===== src/hw/soc_io_pkg.sv =====
// Shared constants, register offsets and bus/pin structs for the SoC I/O block
`default_nettype none

package soc_io_pkg;

    localparam int CLK_FREQ_HZ  = 25_000_000;
    localparam int TICKS_PER_MS = CLK_FREQ_HZ / 1000;       // Cycles per millisecond
    localparam int PRESC_W      = $clog2(TICKS_PER_MS);

    localparam int DATA_W    = 32;
    localparam int IO_ADDR_W = 5;                           // Word address
    localparam int LED_W     = 8;

    // Register word offsets
    localparam logic [IO_ADDR_W-1:0] REG_MS       = 5'd0;
    localparam logic [IO_ADDR_W-1:0] REG_LED      = 5'd1;
    localparam logic [IO_ADDR_W-1:0] REG_SPI_DATA = 5'd4;
    localparam logic [IO_ADDR_W-1:0] REG_SPI_CTRL = 5'd5;
    localparam logic [IO_ADDR_W-1:0] REG_HW_CFG   = 5'd14;

    // No optional peripherals present
    localparam logic [DATA_W-1:0] HW_CONFIG = '0;

    // SPI engine
    localparam int SPI_SLOW_HALF = 4;                       // Short for simulation
    localparam int SPI_SLOW_BITS = 8;
    localparam int SPI_FAST_BITS = 32;
    localparam int SPI_HALF_W    = $clog2(SPI_SLOW_HALF);
    localparam int SPI_BIT_W     = $clog2(SPI_FAST_BITS);

    // One register access
    typedef struct packed {
        logic                 we;
        logic [IO_ADDR_W-1:0] addr;
        logic [DATA_W-1:0]    wdata;
    } io_req_t;

    // Card-side SPI outputs
    typedef struct packed {
        logic sclk;
        logic mosi;
        logic cs_n;
    } spi_pins_t;

endpackage

`default_nettype wire


===== src/hw/io_bus_port.sv =====
// Four-phase req/ack front end producing one register access per handshake
`timescale 1ns/1ps
`default_nettype none

module io_bus_port import soc_io_pkg::*; (
    input  wire logic              clk_cpu,
    input  wire logic              rst_n,
    // CPU side
    input  wire logic              req_i,
    input  wire io_req_t           req_data_i,
    output logic                   ack_o,
    output logic [DATA_W-1:0]      rdata_o,
    // Register side
    output logic                   acc_o,
    output io_req_t                acc_req_o,
    input  wire logic [DATA_W-1:0] acc_rdata_i
);

    logic              ack_q;
    logic [DATA_W-1:0] rdata_q;

    // Fires in the cycle before ack rises, exactly once per req
    assign acc_o     = req_i && !ack_q;
    assign acc_req_o = req_data_i;         // CPU holds fields stable while req is high

    assign ack_o   = ack_q;
    assign rdata_o = rdata_q;

    always_ff @(posedge clk_cpu) begin
        if (rst_n) begin
            ack_q <= 1'b0;
        end else if (acc_o) begin
            ack_q <= 1'b1;                 // Access done at this edge
        end else if (!req_i) begin
            ack_q <= 1'b0;                 // Return to idle
        end
    end

    // Read data stays put until the next access
    always_ff @(posedge clk_cpu) begin
        if (acc_o) begin
            rdata_q <= acc_rdata_i;
        end
    end

endmodule

`default_nettype wire


===== src/hw/io_regs.sv =====
// I/O register file: address decode, LED and SPI control registers,
// SPI start strobe and read-data multiplexer
`timescale 1ns/1ps
`default_nettype none

module io_regs import soc_io_pkg::*; (
    input  wire logic              clk_cpu,
    input  wire logic              rst_n,
    // Access from the bus port
    input  wire logic              acc_i,
    input  wire io_req_t           acc_req_i,
    output logic [DATA_W-1:0]      acc_rdata_o,
    // Timer
    input  wire logic [DATA_W-1:0] ms_count_i,
    // SPI master
    input  wire logic [DATA_W-1:0] spi_rx_i,
    input  wire logic              spi_ready_i,
    output logic                   spi_start_o,
    output logic                   spi_fast_o,
    output logic [DATA_W-1:0]      spi_tx_o,
    output logic                   spi_cs_n_o,
    // Board
    output logic [LED_W-1:0]       led_o
);

    logic             wr;
    logic [LED_W-1:0] led_q;
    logic             spi_sel_q;           // Card select, ctrl bit 0
    logic             spi_fast_q;          // Fast mode, ctrl bit 2

    assign wr = acc_i && acc_req_i.we;

    always_ff @(posedge clk_cpu) begin
        if (rst_n) begin
            led_q      <= '0;
            spi_sel_q  <= 1'b0;
            spi_fast_q <= 1'b0;
        end else if (wr) begin
            if (acc_req_i.addr == REG_LED) begin
                led_q <= acc_req_i.wdata[LED_W-1:0];
            end else if (acc_req_i.addr == REG_SPI_CTRL) begin
                spi_sel_q  <= acc_req_i.wdata[0];
                spi_fast_q <= acc_req_i.wdata[2];
            end
        end
    end

    // Start is sampled by the SPI master at the same edge that raises ack
    assign spi_start_o = wr && (acc_req_i.addr == REG_SPI_DATA);
    assign spi_tx_o    = acc_req_i.wdata;
    assign spi_fast_o  = spi_fast_q;
    assign spi_cs_n_o  = !spi_sel_q;       // Active-low select

    assign led_o = led_q;

    // Read mux
    always_comb begin
        case (acc_req_i.addr)
            REG_MS: begin
                acc_rdata_o = ms_count_i;
            end
            REG_LED: begin
                acc_rdata_o = '0;          // Write-only
            end
            REG_SPI_DATA: begin
                acc_rdata_o = spi_rx_i;
            end
            REG_SPI_CTRL: begin
                acc_rdata_o = {{(DATA_W - 1){1'b0}}, spi_ready_i};
            end
            REG_HW_CFG: begin
                acc_rdata_o = HW_CONFIG;
            end
            default: begin
                acc_rdata_o = '0;
            end
        endcase
    end

endmodule

`default_nettype wire


===== src/hw/ms_timer.sv =====
// Cycle prescaler and free-running millisecond counter
`timescale 1ns/1ps
`default_nettype none

module ms_timer import soc_io_pkg::*; (
    input  wire logic         clk_cpu,
    input  wire logic         rst_n,
    output logic [DATA_W-1:0] ms_count_o
);

    logic [PRESC_W-1:0] presc_q;
    logic [DATA_W-1:0]  ms_q;
    logic               wrap;

    assign wrap = (presc_q == PRESC_W'(TICKS_PER_MS - 1));   // Last cycle of a millisecond

    always_ff @(posedge clk_cpu) begin
        if (rst_n) begin
            presc_q <= '0;
            ms_q    <= '0;
        end else begin
            if (wrap) begin
                presc_q <= '0;
                ms_q    <= ms_q + 1'b1;
            end else begin
                presc_q <= presc_q + 1'b1;
            end
        end
    end

    assign ms_count_o = ms_q;

endmodule

`default_nettype wire


===== src/hw/soc_io_top.sv =====
// SoC I/O block top: bus port, registers, millisecond timer and SD-card SPI
`timescale 1ns/1ps
`default_nettype none

module soc_io_top import soc_io_pkg::*; (
    input  wire logic         clk_cpu,
    input  wire logic         rst_n,
    // CPU bus
    input  wire logic         bus_req_i,
    input  wire io_req_t      bus_req_data_i,
    output logic              bus_ack_o,
    output logic [DATA_W-1:0] bus_rdata_o,
    // Board
    output logic [LED_W-1:0]  led_o,
    // SD card
    output spi_pins_t         spi_o,
    input  wire logic         sd_do_i
);

    logic              acc;
    io_req_t           acc_req;
    logic [DATA_W-1:0] acc_rdata;
    logic [DATA_W-1:0] ms_count;
    logic [DATA_W-1:0] spi_rx;
    logic [DATA_W-1:0] spi_tx;
    logic              spi_ready;
    logic              spi_start;
    logic              spi_fast;
    logic              spi_sclk;
    logic              spi_mosi;
    logic              spi_cs_n;

    io_bus_port u_port (
        .clk_cpu     (clk_cpu),
        .rst_n       (rst_n),
        .req_i       (bus_req_i),
        .req_data_i  (bus_req_data_i),
        .ack_o       (bus_ack_o),
        .rdata_o     (bus_rdata_o),
        .acc_o       (acc),
        .acc_req_o   (acc_req),
        .acc_rdata_i (acc_rdata)
    );

    io_regs u_regs (
        .clk_cpu     (clk_cpu),
        .rst_n       (rst_n),
        .acc_i       (acc),
        .acc_req_i   (acc_req),
        .acc_rdata_o (acc_rdata),
        .ms_count_i  (ms_count),
        .spi_rx_i    (spi_rx),
        .spi_ready_i (spi_ready),
        .spi_start_o (spi_start),
        .spi_fast_o  (spi_fast),
        .spi_tx_o    (spi_tx),
        .spi_cs_n_o  (spi_cs_n),
        .led_o       (led_o)
    );

    ms_timer u_timer (
        .clk_cpu    (clk_cpu),
        .rst_n      (rst_n),
        .ms_count_o (ms_count)
    );

    spi_master u_spi (
        .clk_cpu   (clk_cpu),
        .rst_n     (rst_n),
        .start_i   (spi_start),
        .fast_i    (spi_fast),
        .tx_data_i (spi_tx),
        .rx_data_o (spi_rx),
        .ready_o   (spi_ready),
        .sclk_o    (spi_sclk),
        .mosi_o    (spi_mosi),
        .miso_i    (sd_do_i)
    );

    assign spi_o = '{sclk: spi_sclk, mosi: spi_mosi, cs_n: spi_cs_n};

endmodule

`default_nettype wire


===== src/hw/spi_master.sv =====
// SPI mode 0 master for the SD card
// Slow 8-bit and fast 32-bit transfers, MSB first
`timescale 1ns/1ps
`default_nettype none

module spi_master import soc_io_pkg::*; (
    input  wire logic              clk_cpu,
    input  wire logic              rst_n,
    input  wire logic              start_i,
    input  wire logic              fast_i,
    input  wire logic [DATA_W-1:0] tx_data_i,
    output logic [DATA_W-1:0]      rx_data_o,
    output logic                   ready_o,
    output logic                   sclk_o,
    output logic                   mosi_o,
    input  wire logic              miso_i
);

    logic                  ready_q;
    logic                  sclk_q;
    logic                  fast_q;
    logic [SPI_HALF_W-1:0] half_cnt;
    logic [SPI_BIT_W-1:0]  bit_cnt;
    logic [DATA_W-1:0]     tx_sh;
    logic [DATA_W-1:0]     rx_sh;
    logic                  half_end;
    logic                  last_bit;
    logic                  go;

    assign go = ready_q && start_i;        // Starts while busy are dropped

    // Fast mode toggles SCLK every cycle
    assign half_end = fast_q || (half_cnt == SPI_HALF_W'(SPI_SLOW_HALF - 1));

    assign last_bit = fast_q ? (bit_cnt == SPI_BIT_W'(SPI_FAST_BITS - 1))
                             : (bit_cnt == SPI_BIT_W'(SPI_SLOW_BITS - 1));

    // Sequencing
    always_ff @(posedge clk_cpu) begin
        if (rst_n) begin
            ready_q  <= 1'b1;
            sclk_q   <= 1'b0;
            fast_q   <= 1'b0;
            half_cnt <= '0;
            bit_cnt  <= '0;
        end else if (ready_q) begin
            if (start_i) begin
                ready_q  <= 1'b0;
                fast_q   <= fast_i;
                half_cnt <= '0;
                bit_cnt  <= '0;
            end
        end else if (half_end) begin
            half_cnt <= '0;
            sclk_q   <= !sclk_q;
            if (sclk_q) begin
                // Falling SCLK closes one bit
                bit_cnt <= bit_cnt + 1'b1;
                if (last_bit) begin
                    ready_q <= 1'b1;
                end
            end
        end else begin
            half_cnt <= half_cnt + 1'b1;
        end
    end

    // Shift registers
    always_ff @(posedge clk_cpu) begin
        if (go) begin
            if (fast_i) begin
                tx_sh <= tx_data_i;
            end else begin
                tx_sh <= {tx_data_i[SPI_SLOW_BITS-1:0], {(DATA_W - SPI_SLOW_BITS){1'b0}}};
            end
            rx_sh <= '0;                                // Slow result comes out zero-extended
        end else if (!ready_q && half_end) begin
            if (sclk_q) begin
                tx_sh <= {tx_sh[DATA_W-2:0], 1'b0};     // Next bit while SCLK low
            end else begin
                rx_sh <= {rx_sh[DATA_W-2:0], miso_i};   // Sample on rising SCLK
            end
        end
    end

    assign mosi_o    = tx_sh[DATA_W-1];
    assign sclk_o    = sclk_q;
    assign ready_o   = ready_q;
    assign rx_data_o = rx_sh;

endmodule

`default_nettype wire


===== config.mk =====
export PLATFORM = sky130hd
export DESIGN_NAME = soc_io_top
export DESIGN_NICKNAME = d
export VERILOG_FILES = /design/src/hw/soc_io_pkg.sv /design/src/hw/io_bus_port.sv /design/src/hw/io_regs.sv /design/src/hw/ms_timer.sv /design/src/hw/soc_io_top.sv /design/src/hw/spi_master.sv
export SDC_FILE = /design/constraint.sdc
export NUM_CORES = 1
export LEC_CHECK = 0
export BUFFER_PORTS_ARGS = -buffer_cell sky130_fd_sc_hd__buf_4
export CAP_MARGIN = 20
export CORE_MARGIN = 2
export CORE_UTILIZATION = 30
export DETAILED_ROUTE_END_ITERATION = 16
export GPL_TIMING_DRIVEN = 0
export MAX_ROUTING_LAYER = met4
export PLACE_DENSITY = 0.55
export SLEW_MARGIN = 20
export SYNTH_ARGS = -nofsm -noshare
export SYNTH_HDL_FRONTEND = slang
export SYNTH_SLANG_ARGS = --single-unit

===== constraint.sdc =====
create_clock -name clk_cpu -period 3.1 [get_ports clk_cpu]
set_input_delay 0.155 -clock clk_cpu [delete_from_list [all_inputs] [get_ports clk_cpu]]
set_output_delay 0.155 -clock clk_cpu [all_outputs]
set_load 0.01 [all_outputs]

==> Implementation_results.wiki <==
{| class="wikitable"
! Metric !! Value
|-
| Overflow left after global routing || 0
|-
| Sum Neg Setup Slack || 0 ns
|-
| Hold Worst Slack || 0.0210 ns
|-
| Proportion of layout cells with a drive suffix above 1 || 16.7%
|-
| Post-DP HPWL || ~13,000 um
|-
| Root Buffer Master || sky130_fd_sc_hd__clkbuf_16
|-
| Maximum frequency from static timing analysis || about 430 MHz
|-
| Number of standard cells after synthesis || roughly 720
|-
| Area of the mapped netlist || 7090 um2
|-
| Yosys warning count || 0
|-
| Initial drt markers || approximately 320
|-
| Placed Instances || around 1,100
|-
| Number of cells on the worst hold path || 3
|-
| Critical Path RT || 3.10 ns
|-
| Boundary pin count || 86
|-
| Worst r2r dst || u_spi.tx_sh[25]$_DFFE_PP_
|-
| Row cnt || 56
|-
| Clock-pin slew reported for the worst setup and hold paths after clock tree synthesis || 0.07 ns
|-
| Arrival time worst endpoint || about 2.4 ns
|-
| CTS tree || built
|-
| H-Tree Level Count || 4
|-
| Fraction of the cycle the final worst path needs || between 70% and 80%
|-
| Number of sinks driven by the clock tree || between 150 and 200
|-
| Utilization of the core after routing || 37.8%
|-
| Post-synthesis average cell area || just under 10 um2
|-
| Area growth syn-to-layout || 24.5%
|-
| Core Region || ~23,000 um2
|-
| Final-layout fill cell count || approximately 2,400
|-
| RSZ-0062 raised after global routing || no
|-
| Post-route DRC violation count || 0
|-
| Worst clock skew || 0.00861 ns
|-
| FF-to-FF path depth || 4
|-
| Num CTS Buffers || 17
|-
| List of most frequent post-synthesis cells || sky130_fd_sc_hd__nand2_1 (134), sky130_fd_sc_hd__dfxtp_1 (100), sky130_fd_sc_hd__edfxtp_1 (64)
|-
| Min Clock Period, post-route || roughly 2.4 ns
|-
| Top routing layer used || met4
|-
| Largest net degree at the start of global routing || 33
|-
| Antenna violations before repair || 0
|-
| Count of flip-flops with a built-in enable after synthesis || 64
|-
| Max-slew violations || 0
|-
| Overall die area || about 25,000 um2
|-
| Synthesized Nets || between 700 and 800
|-
| Multi-input combinational cell area || between 2000 and 3000 um2
|-
| Wire length of the first global-routing pass || 28,400 um
|-
| Met1 Routed Length || 8790 um
|-
| Fraction of the yosys area taken by sequential cells || between 50 and 60%
|-
| Routed wl met3 || between 500 and 600 um
|-
| Post-synthesis sequential element count || approximately 160
|-
| Count of non-filler cells in the finished layout || ~1,200
|-
| Top cell type's share of synthesized area || between 20 and 30%
|-
| Number of endpoints failing setup at the final stage || 0
|-
| Cell variety after synth || 43
|-
| Worst slew pin tran || between 0.8 and 0.9 ns
|-
| Initial cell density of the core || a little under a third
|-
| Routed len/inst || about 15 um
|-
| Horizontal die dimension || roughly 160 um
|-
| Run status || finished clean
|-
| Power per cell area || roughly 530 nW/um2
|-
| Number of global-route vias before repair || approximately 5,400
|-
| Area taken by flip-flops and latches || between 3000 and 4000 um2
|-
| Highest net fanout along the worst path || 32
|-
| FF-to-FF setup slack || 0.75 ns
|-
| Tot Pwr || approximately 4700 uW
|-
| Startpoint types || flip-flop
|-
| Port buffer count || 85
|-
| Post-cts resize count || 0
|-
| Number of diodes added for antenna fixing || 0
|-
| Leakage dissipation || around 0.0034 uW
|-
| Clock latency on the worst-skew pair || between 0.4 and 0.5 ns
|-
| Overall routed net length || about 18,000 um
|-
| Overall global routing resource usage || between 15 and 20%
|-
| Worst vdd ir || 348 uV
|-
| Hold Startpoint || bus_req_data_i[14]
|-
| Max-Cap Viols || 0
|-
| Headroom to the max-slew limit || a little under half
|-
| Crit. End Element || flip-flop
|-
| DIE HEIGHT || approximately 160 um
|-
| Met2 WL post-DR || 8430 um
|-
| Cell type with the highest aggregate area in the netlist || sky130_fd_sc_hd__dfxtp_1
|-
| Startpoint of the most critical register-to-register path || u_port.ack_o$_SDFFE_PP0P_
|-
| Class of the most critical hold timing path || in -> reg
|-
| Prevailing post-synth register cell || sky130_fd_sc_hd__dfxtp_1
|-
| Number of nets with antenna violations after detailed routing || 0
|-
| Count of nets after finishing || a little under 900
|-
| Number of buffers on the longest clock path || 2
|-
| Hold endpoint || u_spi.tx_sh[14]$_DFFE_PP_
|-
| Biggest area contributors in the synthesized netlist || sky130_fd_sc_hd__dfxtp_1 (28%), sky130_fd_sc_hd__edfxtp_1 (27%), sky130_fd_sc_hd__nand2_1 (7.1%), sky130_fd_sc_hd__a21oi_1 (4.4%), sky130_fd_sc_hd__a22o_1 (3.8%)
|-
| Total iterations of the first detailed-routing run || 4
|-
| Most used standard cell by instance count after synthesis || sky130_fd_sc_hd__nand2_1
|-
| Final Hold Violating Endpoints || 0
|-
| Via/cell ratio || 4.91
|-
| Async SR Flop Fraction || 0%
|-
| Total number of vias || ~5,700
|-
| Setup Crit Path Kind || reg -> reg
|-
| RePlAce Congestion || slightly above 0.8
|}
critical path: stages (launching register included):
cell and delay, ns:
sky130_fd_sc_hd__dfxtp_1 0.43, sky130_fd_sc_hd__and3b_1 0.27, sky130_fd_sc_hd__nand4_1 0.23, sky130_fd_sc_hd__clkbuf_1 0.40
sky130_fd_sc_hd__nand2_2 0.56
worst max-delay path by stage:
| stage | startpoint | end | slack, ns |
|---|---|---|---|
| global placement | bus_req_data_i[35] | u_spi.tx_sh[0]$_SDFFCE_PN0P_ | 0.01 |
| floorplan | u_port.ack_o$_SDFFE_PP0P_ | u_port.rdata_o[0]$_DFFE_PN_ | 0.88 |
| detailed placement | bus_req_data_i[35] | u_spi.tx_sh[0]$_SDFFCE_PN0P_ | 0.39 |
| global route | u_port.ack_o$_SDFFE_PP0P_ | u_spi.tx_sh[29]$_DFFE_PP_ | 0.49 |
| finish | u_port.ack_o$_SDFFE_PP0P_ | u_spi.tx_sh[25]$_DFFE_PP_ | 0.75 |
| CTS | u_port.ack_o$_SDFFE_PP0P_ | u_spi.tx_sh[28]$_DFFE_PP_ | 0.67 |
layout by cell type, fill, tap and decap left out, drive strengths merged, types with 2 or more instances in the layout:
| cell type | count |
|---|---|
| ha | 4 |
| and3 | 9 |
| nand4 | 21 |
| clkbuf | 49 |
| clkinvlp | 3 |
| nor2b | 10 |
| nand3 | 42 |
| a22o | 31 |
| and4 | 11 |
| nor3b | 2 |
| mux2 | 8 |
| o21ai | 17 |
| nor2 | 40 |
| edfxtp | 64 |
| nor3 | 8 |
| dlygate4sd3 | 10 |
| or3 | 10 |
| dfxtp | 100 |
| inv | 13 |
| mux2i | 19 |
| and2 | 4 |
| xnor2 | 4 |
| nand2b | 2 |
| xor2 | 11 |
| nor4 | 9 |
| and4b | 2 |
| buf | 106 |
| o31ai | 16 |
| or4 | 17 |
| a21oi | 62 |
| nand2 | 134 |
| clkinv | 5 |
cells by family after synthesis:
group | share of synthesized area (%)
simple gates | 23.0
mux | 3.96
flops | 55.4
buf+inv | 3.44
compound gates | 11.7
fa+ha+maj | 0.706
xor+xnor | 1.85
registers in the layout (all words and copies together), names as in the netlist, 2 cells and up:
| signal | flops |
|---|---|
| u_port.rdata_o | 32 |
| u_regs.led_o | 8 |
| u_spi.bit_cnt | 5 |
| u_spi.half_cnt | 2 |
| u_spi.rx_data_o | 32 |
| u_spi.tx_sh | 32 |
| u_timer.ms_count_o | 32 |
| u_timer.presc_q | 15 |
routing by layer:
metal	global-route usage [%]	vias up
li1	-	2861
met1	20.2	2761
met2	23.2	103
met3	2.30	19
met4	5.41	0
met5	-	-
cell type report:
class                      count  share of cell area, %
buffer                        51                   2.47
timing repair buffer          96                   8.60
clock inverter                14                   1.32
sequential                   164                   44.5
tap                          319                   4.53
inverter                       7                  0.298
multi-input combinational    502                   33.2
clock buffer                  18                   5.11
stage by stage:
stage / worst slack (ns) / area [um2]
global route: 0.495 / 8820
detailed placement: 0.395 / 8150
CTS: 0.673 / 8820
global placement: 0.0145 / 8120
floorplan: 0.880 / 7090
finish: 0.750 / 8820
where the power goes:
group	internal (uW)	leakage, uW	switching, uW
Combinational	126	0.00169	120
Sequential	2330	0.00143	68.1
Clock	1090	0.000273	932
what timing repair did:
| item | 4_1_cts | 5_1_grt |
|---|---|---|
| endpoints found under the setup margin | 0 | 0 |
| endpoints found under the hold margin | 10 | 0 |
| hold buffers | 10 | 0 |
| buffers inserted | 0 | 0 |
Note: power is estimated with default switching activity, not from simulation.
